<file path="config.mk">
export PLATFORM = sky130hd
export DESIGN_NAME = router_tile
export DESIGN_NICKNAME = d
export VERILOG_FILES = /design/src/hdl/noc_pkg.sv /design/src/hdl/flit_fifo.sv /design/src/hdl/net_iface.sv /design/src/hdl/router_tile.sv /design/src/hdl/rr_arbiter.sv /design/src/hdl/xy_router.sv
export VERILOG_INCLUDE_DIRS = /design/src /design/src/hdl
export SDC_FILE = /design/constraint.sdc
export NUM_CORES = 1
export LEC_CHECK = 0
export BUFFER_PORTS_ARGS = -buffer_cell sky130_fd_sc_hd__clkbuf_2
export CELL_PAD_IN_SITES_DETAIL_PLACEMENT = 0
export CELL_PAD_IN_SITES_GLOBAL_PLACEMENT = 2
export CORE_MARGIN = 1
export CORE_UTILIZATION = 47
export DETAILED_ROUTE_END_ITERATION = 8
export PLACE_DENSITY_LB_ADDON = 0.3
export SLEW_MARGIN = 20
export SYNTH_ARGS = -nofsm -noshare
export SYNTH_HDL_FRONTEND = slang
export SYNTH_HIERARCHICAL = 1
export SYNTH_SLANG_ARGS = --single-unit
export TNS_END_PERCENT = 5
</file>
<file path="constraint.sdc">
create_clock -name clk -period 11.8 [get_ports clk]
set_input_delay 1.18 -clock clk [delete_from_list [all_inputs] [get_ports clk]]
set_output_delay 1.18 -clock clk [all_outputs]
set_load 0.03 [all_outputs]
</file>
<file path="src/hdl/noc_params.svh">
// NoC tile parameters
`ifndef NOC_PARAMS_SVH
`define NOC_PARAMS_SVH

// ----------------------------------------------------------------------
// Mesh geometry
// ----------------------------------------------------------------------

// Bits per X or Y coordinate, enough for a 4x4 mesh
`define NOC_COORD_W 2

// ----------------------------------------------------------------------
// Flit and buffer sizing
// ----------------------------------------------------------------------

// Payload bits carried by every single-flit packet
`define NOC_PAYLOAD_W 16

// Entries in each router input FIFO
`define NOC_FIFO_DEPTH 4

`endif

</file>
<file path="src/hdl/noc_pkg.sv">
// NoC tile types
`include "noc_params.svh"

package noc_pkg;

  // ----------------------------------------------------------------------
  // Scalar types
  // ----------------------------------------------------------------------

  // One mesh coordinate
  typedef logic [`NOC_COORD_W-1:0] coord_t;

  // Flit payload
  typedef logic [`NOC_PAYLOAD_W-1:0] payload_t;

  // Router port index
  typedef logic [2:0] port_sel_t;

  // Port count and port encoding
  localparam int n_ports = 5;
  localparam port_sel_t port_local = 3'd0;
  localparam port_sel_t port_north = 3'd1;
  localparam port_sel_t port_south = 3'd2;
  localparam port_sel_t port_east  = 3'd3;
  localparam port_sel_t port_west  = 3'd4;

  // ----------------------------------------------------------------------
  // Structs and enums
  // ----------------------------------------------------------------------

  // Single flit on every link
  typedef struct packed {
    coord_t   dest_x;
    coord_t   dest_y;
    coord_t   src_x;
    coord_t   src_y;
    payload_t payload;
  } flit_t;

  // Send request from the processing element
  typedef struct packed {
    coord_t   dest_x;
    coord_t   dest_y;
    payload_t payload;
  } pe_tx_t;

  // Network interface transmit FSM
  typedef enum logic [0:0] {
    idle,
    wait_accept
  } ni_tx_state_e;

endpackage

</file>
<file path="src/hdl/flit_fifo.sv">
// Router input FIFO
`timescale 1ns/1ps
`include "noc_params.svh"

module flit_fifo import noc_pkg::*; (
  input  logic  clk,
  input  logic  rst_n,
  // Write side
  input  flit_t in_flit,
  input  logic  in_valid,
  output logic  in_ready,
  // Read side
  output flit_t out_flit,
  output logic  out_valid,
  input  logic  out_ready
);

  localparam int depth = `NOC_FIFO_DEPTH;
  localparam int ptr_w = (depth > 1) ? $clog2(depth) : 1;

  // Storage and bookkeeping
  flit_t            mem [depth];
  logic [ptr_w-1:0] wr_ptr;
  logic [ptr_w-1:0] rd_ptr;
  logic [ptr_w:0]   count;
  logic             push;
  logic             pop;

  // Pointer advance with wrap at the last entry
  function automatic logic [ptr_w-1:0] ptr_inc(logic [ptr_w-1:0] p);
    if (p == ptr_w'(depth - 1)) begin
      return '0;
    end
    return p + 1'b1;
  endfunction

  // Full only at depth entries
  assign in_ready  = (count != (ptr_w+1)'(depth));
  assign out_valid = (count != '0);
  // Head is visible the cycle after it is written
  assign out_flit  = mem[rd_ptr];

  assign push = in_valid && in_ready;
  assign pop  = out_valid && out_ready;

  // Pointers and occupancy
  always_ff @(posedge clk or negedge rst_n) begin
    if (!rst_n) begin
      wr_ptr <= '0;
      rd_ptr <= '0;
      count  <= '0;
    end else begin
      if (push) begin
        wr_ptr <= ptr_inc(wr_ptr);
      end
      if (pop) begin
        rd_ptr <= ptr_inc(rd_ptr);
      end
      // Simultaneous push and pop leaves count alone
      case ({push, pop})
        2'b10:   count <= count + 1'b1;
        2'b01:   count <= count - 1'b1;
        default: count <= count;
      endcase
    end
  end

  // Payload storage
  always_ff @(posedge clk) begin
    if (push) begin
      mem[wr_ptr] <= in_flit;
    end
  end

endmodule

</file>
<file path="src/hdl/net_iface.sv">
// Local network interface
`timescale 1ns/1ps

module net_iface import noc_pkg::*; #(
  parameter coord_t TILE_X = '0,
  parameter coord_t TILE_Y = '0
) (
  input  logic   clk,
  input  logic   rst_n,
  // Processing element transmit
  input  logic   tx_wr,
  input  pe_tx_t tx_req,
  output logic   tx_busy,
  // Processing element receive
  input  logic   rx_rd,
  output flit_t  rx_flit,
  output logic   rx_valid,
  // Toward the router local input
  output flit_t  to_router,
  output logic   to_router_valid,
  input  logic   to_router_ready,
  // From the router local output
  input  flit_t  from_router,
  input  logic   from_router_valid,
  output logic   from_router_ready
);

  ni_tx_state_e tx_state;
  flit_t        tx_flit;
  logic         tx_take;
  logic         rx_take;

  // ----------------------------------------------------------------------
  // Transmit path
  // ----------------------------------------------------------------------

  // Write strobe counts only while idle
  assign tx_take = tx_wr && (tx_state == idle);

  always_ff @(posedge clk or negedge rst_n) begin
    if (!rst_n) begin
      tx_state <= idle;
    end else begin
      case (tx_state)
        idle: begin
          if (tx_wr) begin
            tx_state <= wait_accept;
          end
        end
        wait_accept: begin
          // Router took the flit
          if (to_router_ready) begin
            tx_state <= idle;
          end
        end
        default: tx_state <= idle;
      endcase
    end
  end

  // Source fields carry this tile
  always_ff @(posedge clk) begin
    if (tx_take) begin
      tx_flit.dest_x  <= tx_req.dest_x;
      tx_flit.dest_y  <= tx_req.dest_y;
      tx_flit.src_x   <= TILE_X;
      tx_flit.src_y   <= TILE_Y;
      tx_flit.payload <= tx_req.payload;
    end
  end

  assign to_router       = tx_flit;
  assign to_router_valid = (tx_state == wait_accept);
  assign tx_busy         = (tx_state == wait_accept);

  // ----------------------------------------------------------------------
  // Receive path
  // ----------------------------------------------------------------------

  // Single slot, blocked while occupied
  assign from_router_ready = !rx_valid;
  assign rx_take           = from_router_valid && from_router_ready;

  always_ff @(posedge clk or negedge rst_n) begin
    if (!rst_n) begin
      rx_valid <= 1'b0;
    end else if (rx_take) begin
      rx_valid <= 1'b1;
    end else if (rx_rd) begin
      rx_valid <= 1'b0;
    end
  end

  always_ff @(posedge clk) begin
    if (rx_take) begin
      rx_flit <= from_router;
    end
  end

endmodule

</file>
<file path="src/hdl/router_tile.sv">
// Mesh tile with router and NI
`timescale 1ns/1ps

module router_tile import noc_pkg::*; #(
  parameter coord_t TILE_X = '0,
  parameter coord_t TILE_Y = '0
) (
  input  logic   clk,
  input  logic   rst_n,
  // North links
  input  flit_t  north_in,
  input  logic   north_in_valid,
  output logic   north_in_ready,
  output flit_t  north_out,
  output logic   north_out_valid,
  input  logic   north_out_ready,
  // South links
  input  flit_t  south_in,
  input  logic   south_in_valid,
  output logic   south_in_ready,
  output flit_t  south_out,
  output logic   south_out_valid,
  input  logic   south_out_ready,
  // East links
  input  flit_t  east_in,
  input  logic   east_in_valid,
  output logic   east_in_ready,
  output flit_t  east_out,
  output logic   east_out_valid,
  input  logic   east_out_ready,
  // West links
  input  flit_t  west_in,
  input  logic   west_in_valid,
  output logic   west_in_ready,
  output flit_t  west_out,
  output logic   west_out_valid,
  input  logic   west_out_ready,
  // Processing element side
  input  logic   tx_wr,
  input  pe_tx_t tx_req,
  output logic   tx_busy,
  input  logic   rx_rd,
  output flit_t  rx_flit,
  output logic   rx_valid
);

  // Router side port arrays
  flit_t r_in_flit   [n_ports];
  logic  r_in_valid  [n_ports];
  logic  r_in_ready  [n_ports];
  flit_t r_out_flit  [n_ports];
  logic  r_out_valid [n_ports];
  logic  r_out_ready [n_ports];

  // ----------------------------------------------------------------------
  // Mesh side mapping
  // ----------------------------------------------------------------------
  assign r_in_flit[port_north]   = north_in;
  assign r_in_valid[port_north]  = north_in_valid;
  assign north_in_ready          = r_in_ready[port_north];
  assign north_out               = r_out_flit[port_north];
  assign north_out_valid         = r_out_valid[port_north];
  assign r_out_ready[port_north] = north_out_ready;

  assign r_in_flit[port_south]   = south_in;
  assign r_in_valid[port_south]  = south_in_valid;
  assign south_in_ready          = r_in_ready[port_south];
  assign south_out               = r_out_flit[port_south];
  assign south_out_valid         = r_out_valid[port_south];
  assign r_out_ready[port_south] = south_out_ready;

  assign r_in_flit[port_east]    = east_in;
  assign r_in_valid[port_east]   = east_in_valid;
  assign east_in_ready           = r_in_ready[port_east];
  assign east_out                = r_out_flit[port_east];
  assign east_out_valid          = r_out_valid[port_east];
  assign r_out_ready[port_east]  = east_out_ready;

  assign r_in_flit[port_west]    = west_in;
  assign r_in_valid[port_west]   = west_in_valid;
  assign west_in_ready           = r_in_ready[port_west];
  assign west_out                = r_out_flit[port_west];
  assign west_out_valid          = r_out_valid[port_west];
  assign r_out_ready[port_west]  = west_out_ready;

  // ----------------------------------------------------------------------
  // Router and local interface
  // ----------------------------------------------------------------------
  xy_router #(
    .ROUTER_X(TILE_X),
    .ROUTER_Y(TILE_Y)
  ) u_router (
    .clk      (clk),
    .rst_n    (rst_n),
    .in_flit  (r_in_flit),
    .in_valid (r_in_valid),
    .in_ready (r_in_ready),
    .out_flit (r_out_flit),
    .out_valid(r_out_valid),
    .out_ready(r_out_ready)
  );

  // Local link runs through the array slots of port 0
  net_iface #(
    .TILE_X(TILE_X),
    .TILE_Y(TILE_Y)
  ) u_ni (
    .clk              (clk),
    .rst_n            (rst_n),
    .tx_wr            (tx_wr),
    .tx_req           (tx_req),
    .tx_busy          (tx_busy),
    .rx_rd            (rx_rd),
    .rx_flit          (rx_flit),
    .rx_valid         (rx_valid),
    .to_router        (r_in_flit[port_local]),
    .to_router_valid  (r_in_valid[port_local]),
    .to_router_ready  (r_in_ready[port_local]),
    .from_router      (r_out_flit[port_local]),
    .from_router_valid(r_out_valid[port_local]),
    .from_router_ready(r_out_ready[port_local])
  );

endmodule

</file>
<file path="src/hdl/rr_arbiter.sv">
// Output port round-robin arbiter
`timescale 1ns/1ps

module rr_arbiter import noc_pkg::*; (
  input  logic               clk,
  input  logic               rst_n,
  // One request per input port
  input  logic [n_ports-1:0] req,
  // Output transfer done
  input  logic               advance,
  output port_sel_t          grant,
  output logic               grant_valid
);

  // Priority pointer and grant lock
  port_sel_t prio;
  port_sel_t held;
  logic      locked;
  port_sel_t pick;
  logic      found;

  // ----------------------------------------------------------------------
  // Search from the priority pointer
  // ----------------------------------------------------------------------
  always_comb begin
    int idx;
    pick  = prio;
    found = 1'b0;
    for (int i = 0; i < n_ports; i++) begin
      idx = int'(prio) + i;
      if (idx >= n_ports) begin
        idx = idx - n_ports;
      end
      // First requester wins
      if (!found && req[idx]) begin
        pick  = port_sel_t'(idx);
        found = 1'b1;
      end
    end
  end

  // Stalled output keeps its winner
  assign grant       = locked ? held : pick;
  assign grant_valid = locked ? req[held] : found;

  // ----------------------------------------------------------------------
  // Pointer and lock update
  // ----------------------------------------------------------------------
  always_ff @(posedge clk or negedge rst_n) begin
    if (!rst_n) begin
      prio   <= port_local;
      held   <= port_local;
      locked <= 1'b0;
    end else if (advance) begin
      // Priority moves past the winner
      locked <= 1'b0;
      if (int'(grant) == n_ports - 1) begin
        prio <= port_sel_t'(0);
      end else begin
        prio <= grant + 1'b1;
      end
    end else if (grant_valid) begin
      // Granted but not taken yet
      locked <= 1'b1;
      held   <= grant;
    end
  end

endmodule

</file>
<file path="src/hdl/xy_router.sv">
// Five-port XY mesh router
`timescale 1ns/1ps

module xy_router import noc_pkg::*; #(
  parameter coord_t ROUTER_X = '0,
  parameter coord_t ROUTER_Y = '0
) (
  input  logic  clk,
  input  logic  rst_n,
  // Input links
  input  flit_t in_flit   [n_ports],
  input  logic  in_valid  [n_ports],
  output logic  in_ready  [n_ports],
  // Output links
  output flit_t out_flit  [n_ports],
  output logic  out_valid [n_ports],
  input  logic  out_ready [n_ports]
);

  // FIFO heads
  flit_t              head        [n_ports];
  logic               head_valid  [n_ports];
  logic               head_pop    [n_ports];
  port_sel_t          route       [n_ports];
  // Per output arbitration, req is indexed output then input
  logic [n_ports-1:0] req         [n_ports];
  port_sel_t          grant       [n_ports];
  logic               grant_valid [n_ports];
  logic               advance     [n_ports];

  // X first, then Y
  function automatic port_sel_t xy_route(flit_t f);
    port_sel_t dir;
    if (f.dest_x > ROUTER_X) begin
      dir = port_east;
    end else if (f.dest_x < ROUTER_X) begin
      dir = port_west;
    end else if (f.dest_y > ROUTER_Y) begin
      dir = port_north;
    end else if (f.dest_y < ROUTER_Y) begin
      dir = port_south;
    end else begin
      dir = port_local;
    end
    return dir;
  endfunction

  // ----------------------------------------------------------------------
  // Route compute and request matrix
  // ----------------------------------------------------------------------
  always_comb begin
    for (int o = 0; o < n_ports; o++) begin
      req[o] = '0;
    end
    for (int i = 0; i < n_ports; i++) begin
      route[i] = xy_route(head[i]);
      if (head_valid[i]) begin
        req[route[i]][i] = 1'b1;
      end
    end
  end

  // Head leaves when its output transfers it
  always_comb begin
    for (int i = 0; i < n_ports; i++) begin
      head_pop[i] = grant_valid[route[i]] &&
                    (grant[route[i]] == port_sel_t'(i)) &&
                    out_ready[route[i]];
    end
  end

  // ----------------------------------------------------------------------
  // Per port buffer, arbiter and crossbar leg
  // ----------------------------------------------------------------------
  for (genvar p = 0; p < n_ports; p++) begin : g_port
    flit_fifo u_fifo (
      .clk      (clk),
      .rst_n    (rst_n),
      .in_flit  (in_flit[p]),
      .in_valid (in_valid[p]),
      .in_ready (in_ready[p]),
      .out_flit (head[p]),
      .out_valid(head_valid[p]),
      .out_ready(head_pop[p])
    );

    rr_arbiter u_arb (
      .clk        (clk),
      .rst_n      (rst_n),
      .req        (req[p]),
      .advance    (advance[p]),
      .grant      (grant[p]),
      .grant_valid(grant_valid[p])
    );

    // Crossbar select from the granted head
    assign out_flit[p]  = head[grant[p]];
    assign out_valid[p] = grant_valid[p];
    assign advance[p]   = grant_valid[p] && out_ready[p];
  end

endmodule

</file>
# Word-level counts from Yosys, hierarchy flattened
# Memories as Yosys holds them, arrays and structs flattened.
# Index checks and enable logic that the tools add are counted.
# Widths: inputs -> output; s select.
# totals
wordCells	693
output_inout_bits	130
in_bits	128
regBits	116
mem_bits_rw	464
mem_count	5
# classes
magnitude_cmp	90
bitwise_logic	20
add_sub_neg	70
mux	340
reduce_logical	94
eq_ne	34
# mem_list
name	depth	width	read_ports	rd_ports_with_merged_regs	write_ports	line_no	rtl
u_router.g_port[1].u_fifo.mem	4	24	1	0	1	flit_fifo.sv:22	flit_t mem [depth];
u_router.g_port[2].u_fifo.mem	4	24	1	0	1	flit_fifo.sv:22	
u_router.g_port[3].u_fifo.mem	4	24	1	0	1	flit_fifo.sv:22	
u_router.g_port[4].u_fifo.mem	4	24	1	0	1	flit_fifo.sv:22	
u_router.g_port[0].u_fifo.mem	4	20	1	0	1	flit_fifo.sv:22	
# op_table
cell	count
$lt 32x5->1 const B	25
$mux 32	25
$bmux 24 s3	5
$mux 24	10
$mux 3	61
$mux 1	150
$mux 25	5
$bmux 1 s3	40
$or 25x25->25	4
$sub 4x3->5 const B	20
$ge 4x3->1 const B	20
$demux 5 s3	5
$mux 2	26
$logic_and 1x1->1	51
$bmux 3 s3	5
$add 3x2->4 const B	10
$ge 4x4->1 const B	10
$not 3->4	10
$add 3x1->3 const B	10
$eq 2x2->1 const B	15
$pmux 3 s2	5
$reduce_bool 2->1	11
$logic_not 1->1	21
$add 2x1->2 const B	10
21 further kinds	94

# Logic depth before layout (Yosys ltp)
# An unclocked memory read counts as a cell.
# logic_depth
depth_word	46
depth_mapped	30
mapped_depth_nobuf	25

# Hierarchy
# Netlist, hierarchy kept.
# by_module_without_submodules
module	seq_area_each_um2	instances	area_per_inst_um2	cells_each
flit_fifo (u_router.g_port[0].u_fifo ...)	3057.9	3	3961.3	166
rr_arbiter	175.2	5	1635.3	211
flit_fifo (u_router.g_port[1].u_fifo ...)	3057.9	2	3915.0	166
xy_router	0.0	1	5048.6	675
net_iface	1371.3	1	1452.6	58

# Least setup slack after synthesis
# Ideal clock, no wire load.
# synth_timing
path_kind	reg2out
start	register u_router.g_port[1].u_fifo.rd_ptr[0]
end	output port east_out[0] in the netlist's numbering
stages_incl_launch_ff	21
t_arrival_ps	5115
required_time_ps	10620
path_slack_ps	5505
cell_sequence	dfrtp_1 -> buf_4 -> buf_4 -> mux4_2 -> nor2_1 -> nor2b_1 -> mux4_2 -> mux2_2 -> and2_4 -> buf_6 -> o31ai_2 -> a311o_1 -> a31oi_1 -> a311o_1 -> mux2_4 -> inv_1 -> buf_4 -> buf_6 -> mux4_2 -> inv_1 -> o21ai_0
# synth_rtl
element	line_no	rtl
start: declaration	flit_fifo.sv:24	logic [ptr_w-1:0] rd_ptr;
start signal: assignment	flit_fifo.sv:57	rd_ptr <= ptr_inc(rd_ptr);
end: declaration	router_tile.sv:28	output flit_t east_out,

==> results.sh <==
export IMPL_grt_overflow_total=0
export IMPL_syn_area_um2=34400
export IMPL_vias_per_cell=6.19
export IMPL_r2r_slack_ns=3.67
export IMPL_synth_common_cells="edfxtp_1 (524), mux4_2 (201), nand2_1 (188), inv_1 (165), o21ai_0 (161)"
export IMPL_fin_crit_sh_pct=74.7
export IMPL_setup_violations=0
export IMPL_cts_tree="built"
export IMPL_root_buffer="clkbuf_16"
export IMPL_rr_worst_depth=27
export IMPL_crit_fanout=29
export IMPL_path_cells="buf_4 -> mux4_1 -> nor2_1 -> nand2_1 -> nor2_1 -> nor4bb_1 -> a31oi_1 -> a32o_1 -> nor2_1 -> mux2i_1 -> nor2_1 -> o41ai_1 -> o21ai_0 -> mux2_2 -> nor3b_4 -> buf_4 -> nand2_1 -> o21ai_0 -> clkbuf_2"
export IMPL_cp_required_ns=10.62
export IMPL_synth_cells=2618
export IMPL_cp_slowest_cell="nor3b_4"
export IMPL_layout_min_cycle_time_ns=8.82
export IMPL_timing_critical_path_buf_inv=3
export IMPL_die_x_um=273
export IMPL_hold_viol_final=0
export IMPL_clockBufferDepth=3
export IMPL_htreeDepth=2
export IMPL_io_pins=258
export IMPL_skew_ns=0.0676
export IMPL_yosysSeqAreaShare_pct=51.0
export IMPL_critPathLaunchType="flop"
export IMPL_ys_ff_latch=596
export IMPL_fmax_ghz=0.113
export IMPL_cpPeakStageDelay_ns=1.01
export IMPL_end_kind="primary output"
export IMPL_cts_sinks=596
export IMPL_fp_row_count=98
export IMPL_yosysTopAreaCell="edfxtp_1"
export IMPL_postCtsSetupRepairBufs=0
export IMPL_drtIter0Drc=2616
export IMPL_dpl_instance_area_um2=36600
export IMPL_cap_violations=0
export IMPL_routed_wl_um=105000
export IMPL_gp_congestion=0.901
export IMPL_rsz0062_at_grt="false"
export IMPL_drt_pre_antenna_iters=7
export IMPL_regToRegStartpoint="u_router/g_port[4].u_fifo/rd_ptr[0]"
export IMPL_worstPathArrival_ns=7.64
export IMPL_ant_nets=0
export IMPL_synth_edf_count=524
export IMPL_start_util_pct=47.8
export IMPL_grt_usage_pct=28.0
export IMPL_synth_cell_type_count=81
export IMPL_syn_to_final_growth_pct=12.3
export IMPL_num_vias=24100
export IMPL_syn_area_per_cell_um2=13.1
export IMPL_core_um2=72000
export IMPL_crit_path_frequent_cell="nor2_1"
export IMPL_postCtsHoldBufs=0
export IMPL_grt_first_pass_wirelength_um=154000
export IMPL_dpl_hpwl_um=73600
export IMPL_synthArstFlopShare_pct=12.1
export IMPL_layout_drive_gt1_share_pct=25.2
export IMPL_fin_util_pct=53.6
export IMPL_status="completed"
export IMPL_ys_flop_type="edfxtp_1"
export IMPL_path_class="flop to primary output"
export IMPL_yosysWarnings=6
export IMPL_finalInstanceArea_um2=38600
export IMPL_fin_tns_setup_ns=0
export IMPL_path_clk_slew_ns=0.07
export IMPL_drv_slew=0
export IMPL_port_buffers=257
export IMPL_cts_made_buffers=59
export IMPL_cts_resized=0
export IMPL_antenna_found_initial=6
export IMPL_tightest_slew_ns=1.12
export IMPL_drc=0
export IMPL_clk_latency_ns=0.67
export IMPL_grt_pass1_vias=23500
export IMPL_yosys_cell_count_top_type="edfxtp_1"
export IMPL_synth_top_cell_area_share_pct=45.8
export IMPL_r2r_end="u_router/g_port[4].u_fifo/count[2]"
export IMPL_maxSlewHeadroom_pct=24.9
export IMPL_die_h_um=273
export IMPL_crit_family="simple AND/OR/NAND/NOR gates"
export IMPL_fin_nets=3106
export IMPL_hold_path_class="input port to asynchronous set/reset pin"
export IMPL_die_area_um2=74300
export IMPL_post_drt_wl_per_cell_um=26.9
export IMPL_yosys_top_cells_area="edfxtp_1 (46%), mux4_2 (13%), dfrtp_1 (5.2%)"
export IMPL_grt_max_degree=56
## worst max-delay path by stage
| stage | start | endpoint | slack [ns] | cells past startpoint |
|---|---|---|---|---|
| finish | u_router/g_port[4].u_fifo/rd_ptr[0] | north_out[1] | 2.98 | 19 |
| global route | u_router/g_port[4].u_fifo/rd_ptr[0] | north_out[1] | 2.61 | 19 |
| CTS | u_router/g_port[4].u_fifo/rd_ptr[1] | north_out[1] | 3.00 | 18 |
| detailed placement | u_router/g_port[4].u_fifo/rd_ptr[1] | north_out[1] | 3.72 | 18 |
| global placement | u_router/g_port[4].u_fifo/rd_ptr[1] | north_out[1] | 3.73 | 18 |
| floorplan | u_router/g_port[1].u_fifo/rd_ptr[0] | east_out[0] | 5.50 | 20 |
## cell type report
cell class / count / area (µm²)
Timing Repair Buffer: 310 / 1690
Multi-Input combinational cell: 1750 / 15600
Tap cell: 950 / 1190
Clock inverter: 45 / 453
Inverter: 166 / 623
Antenna cell: 6 / 15.0
Sequential cell: 596 / 17500
Clock buffer: 67 / 1540
Fill cell: 5986 / 33400
## worst register-to-register path, stage by stage (launching register included)
cell and delay [ns]:
dfrtp_1 0.33, buf_4 0.41, mux4_1 0.78, nor2_1 0.26, nand2_1 0.11, nor2_1 0.67
nor4bb_1 0.38, a31oi_1 0.09, a32o_1 0.34, nor2_1 0.19, mux2i_1 0.21, nor2_1 0.07
o41ai_1 0.29, o21ai_0 0.17, mux2_2 0.65, nor3b_4 1.01, buf_4 0.41, nand3b_1 0.11
a211o_1 0.29, o21ai_2 0.06, nand2_1 0.10, inv_1 0.07, ha_1 0.18, inv_1 0.06
fa_1 0.39, xor2_1 0.15, nor2_1 0.12, xor2_1 0.15
## registers in the layout (all words and copies together) (netlist names)
signal,flops
u_router/g_port.u_arb/prio,15
u_router/g_port.u_fifo/rd_ptr,10
u_router/g_port.u_arb/held,15
u_router/g_port.u_arb/locked,5
u_ni/rx_flit,24
u_router/g_port.u_fifo/mem,480
u_router/g_port.u_fifo/count,15
u_router/g_port.u_fifo/wr_ptr,10
u_ni/rx_valid,1
u_ni/to_router,20
u_ni/to_router_valid,1
## logic make-up after synthesis
kind of cell | after synthesis | share of synthesized area, %
AOI/OAI and AO/OA | 541 | 10.4
xor gates and xnor gates | 30 | 0.764
muxes | 379 | 19.9
DFF | 596 | 51.0
adders and majority gates | 95 | 3.67
buffers and inverters | 342 | 4.73
and+or+nand+nor | 633 | 9.58
other | 2 | 0.0218
## through the flow
step / hold WS, ns / setup WS [ns] / instances
after floorplan: 0.447 / 5.50 / 2688
after CTS: 0.439 / 3.00 / 3884
after global routing: 0.443 / 2.61 / 3886
after global placement: 0.462 / 3.73 / 3772
final: 0.447 / 2.98 / 3890
after detailed placement: 0.477 / 3.72 / 3772
## placed cells by master, fill, tap and decap left out, drive strengths merged, types with 40 or more instances in the layout
| master | instances |
|---|---|
| mux2i | 93 |
| ha | 85 |
| mux2 | 61 |
| o21ai | 167 |
| nand2 | 191 |
| edfxtp | 524 |
| mux4 | 225 |
| nor2 | 136 |
| dfrtp | 72 |
| nor2b | 49 |
| a31oi | 40 |
| buf | 54 |
| clkbuf | 323 |
| a21oi | 101 |
| inv | 176 |
| conb | 72 |
## per-layer routing
metal | vias up | GRT usage [%] | share of wire [%]
li1 | 10600 | - | -
met2 | 1053 | 46.6 | 49
met1 | 12200 | 38.2 | 41
met3 | 159 | 3.67 | 7.0
met5 | - | 0 | 0
met4 | 0 | 8.91 | 3.1
Power is not shown: default switching activity piles up to over one toggle a cycle in this logic, so the estimate is an artifact.
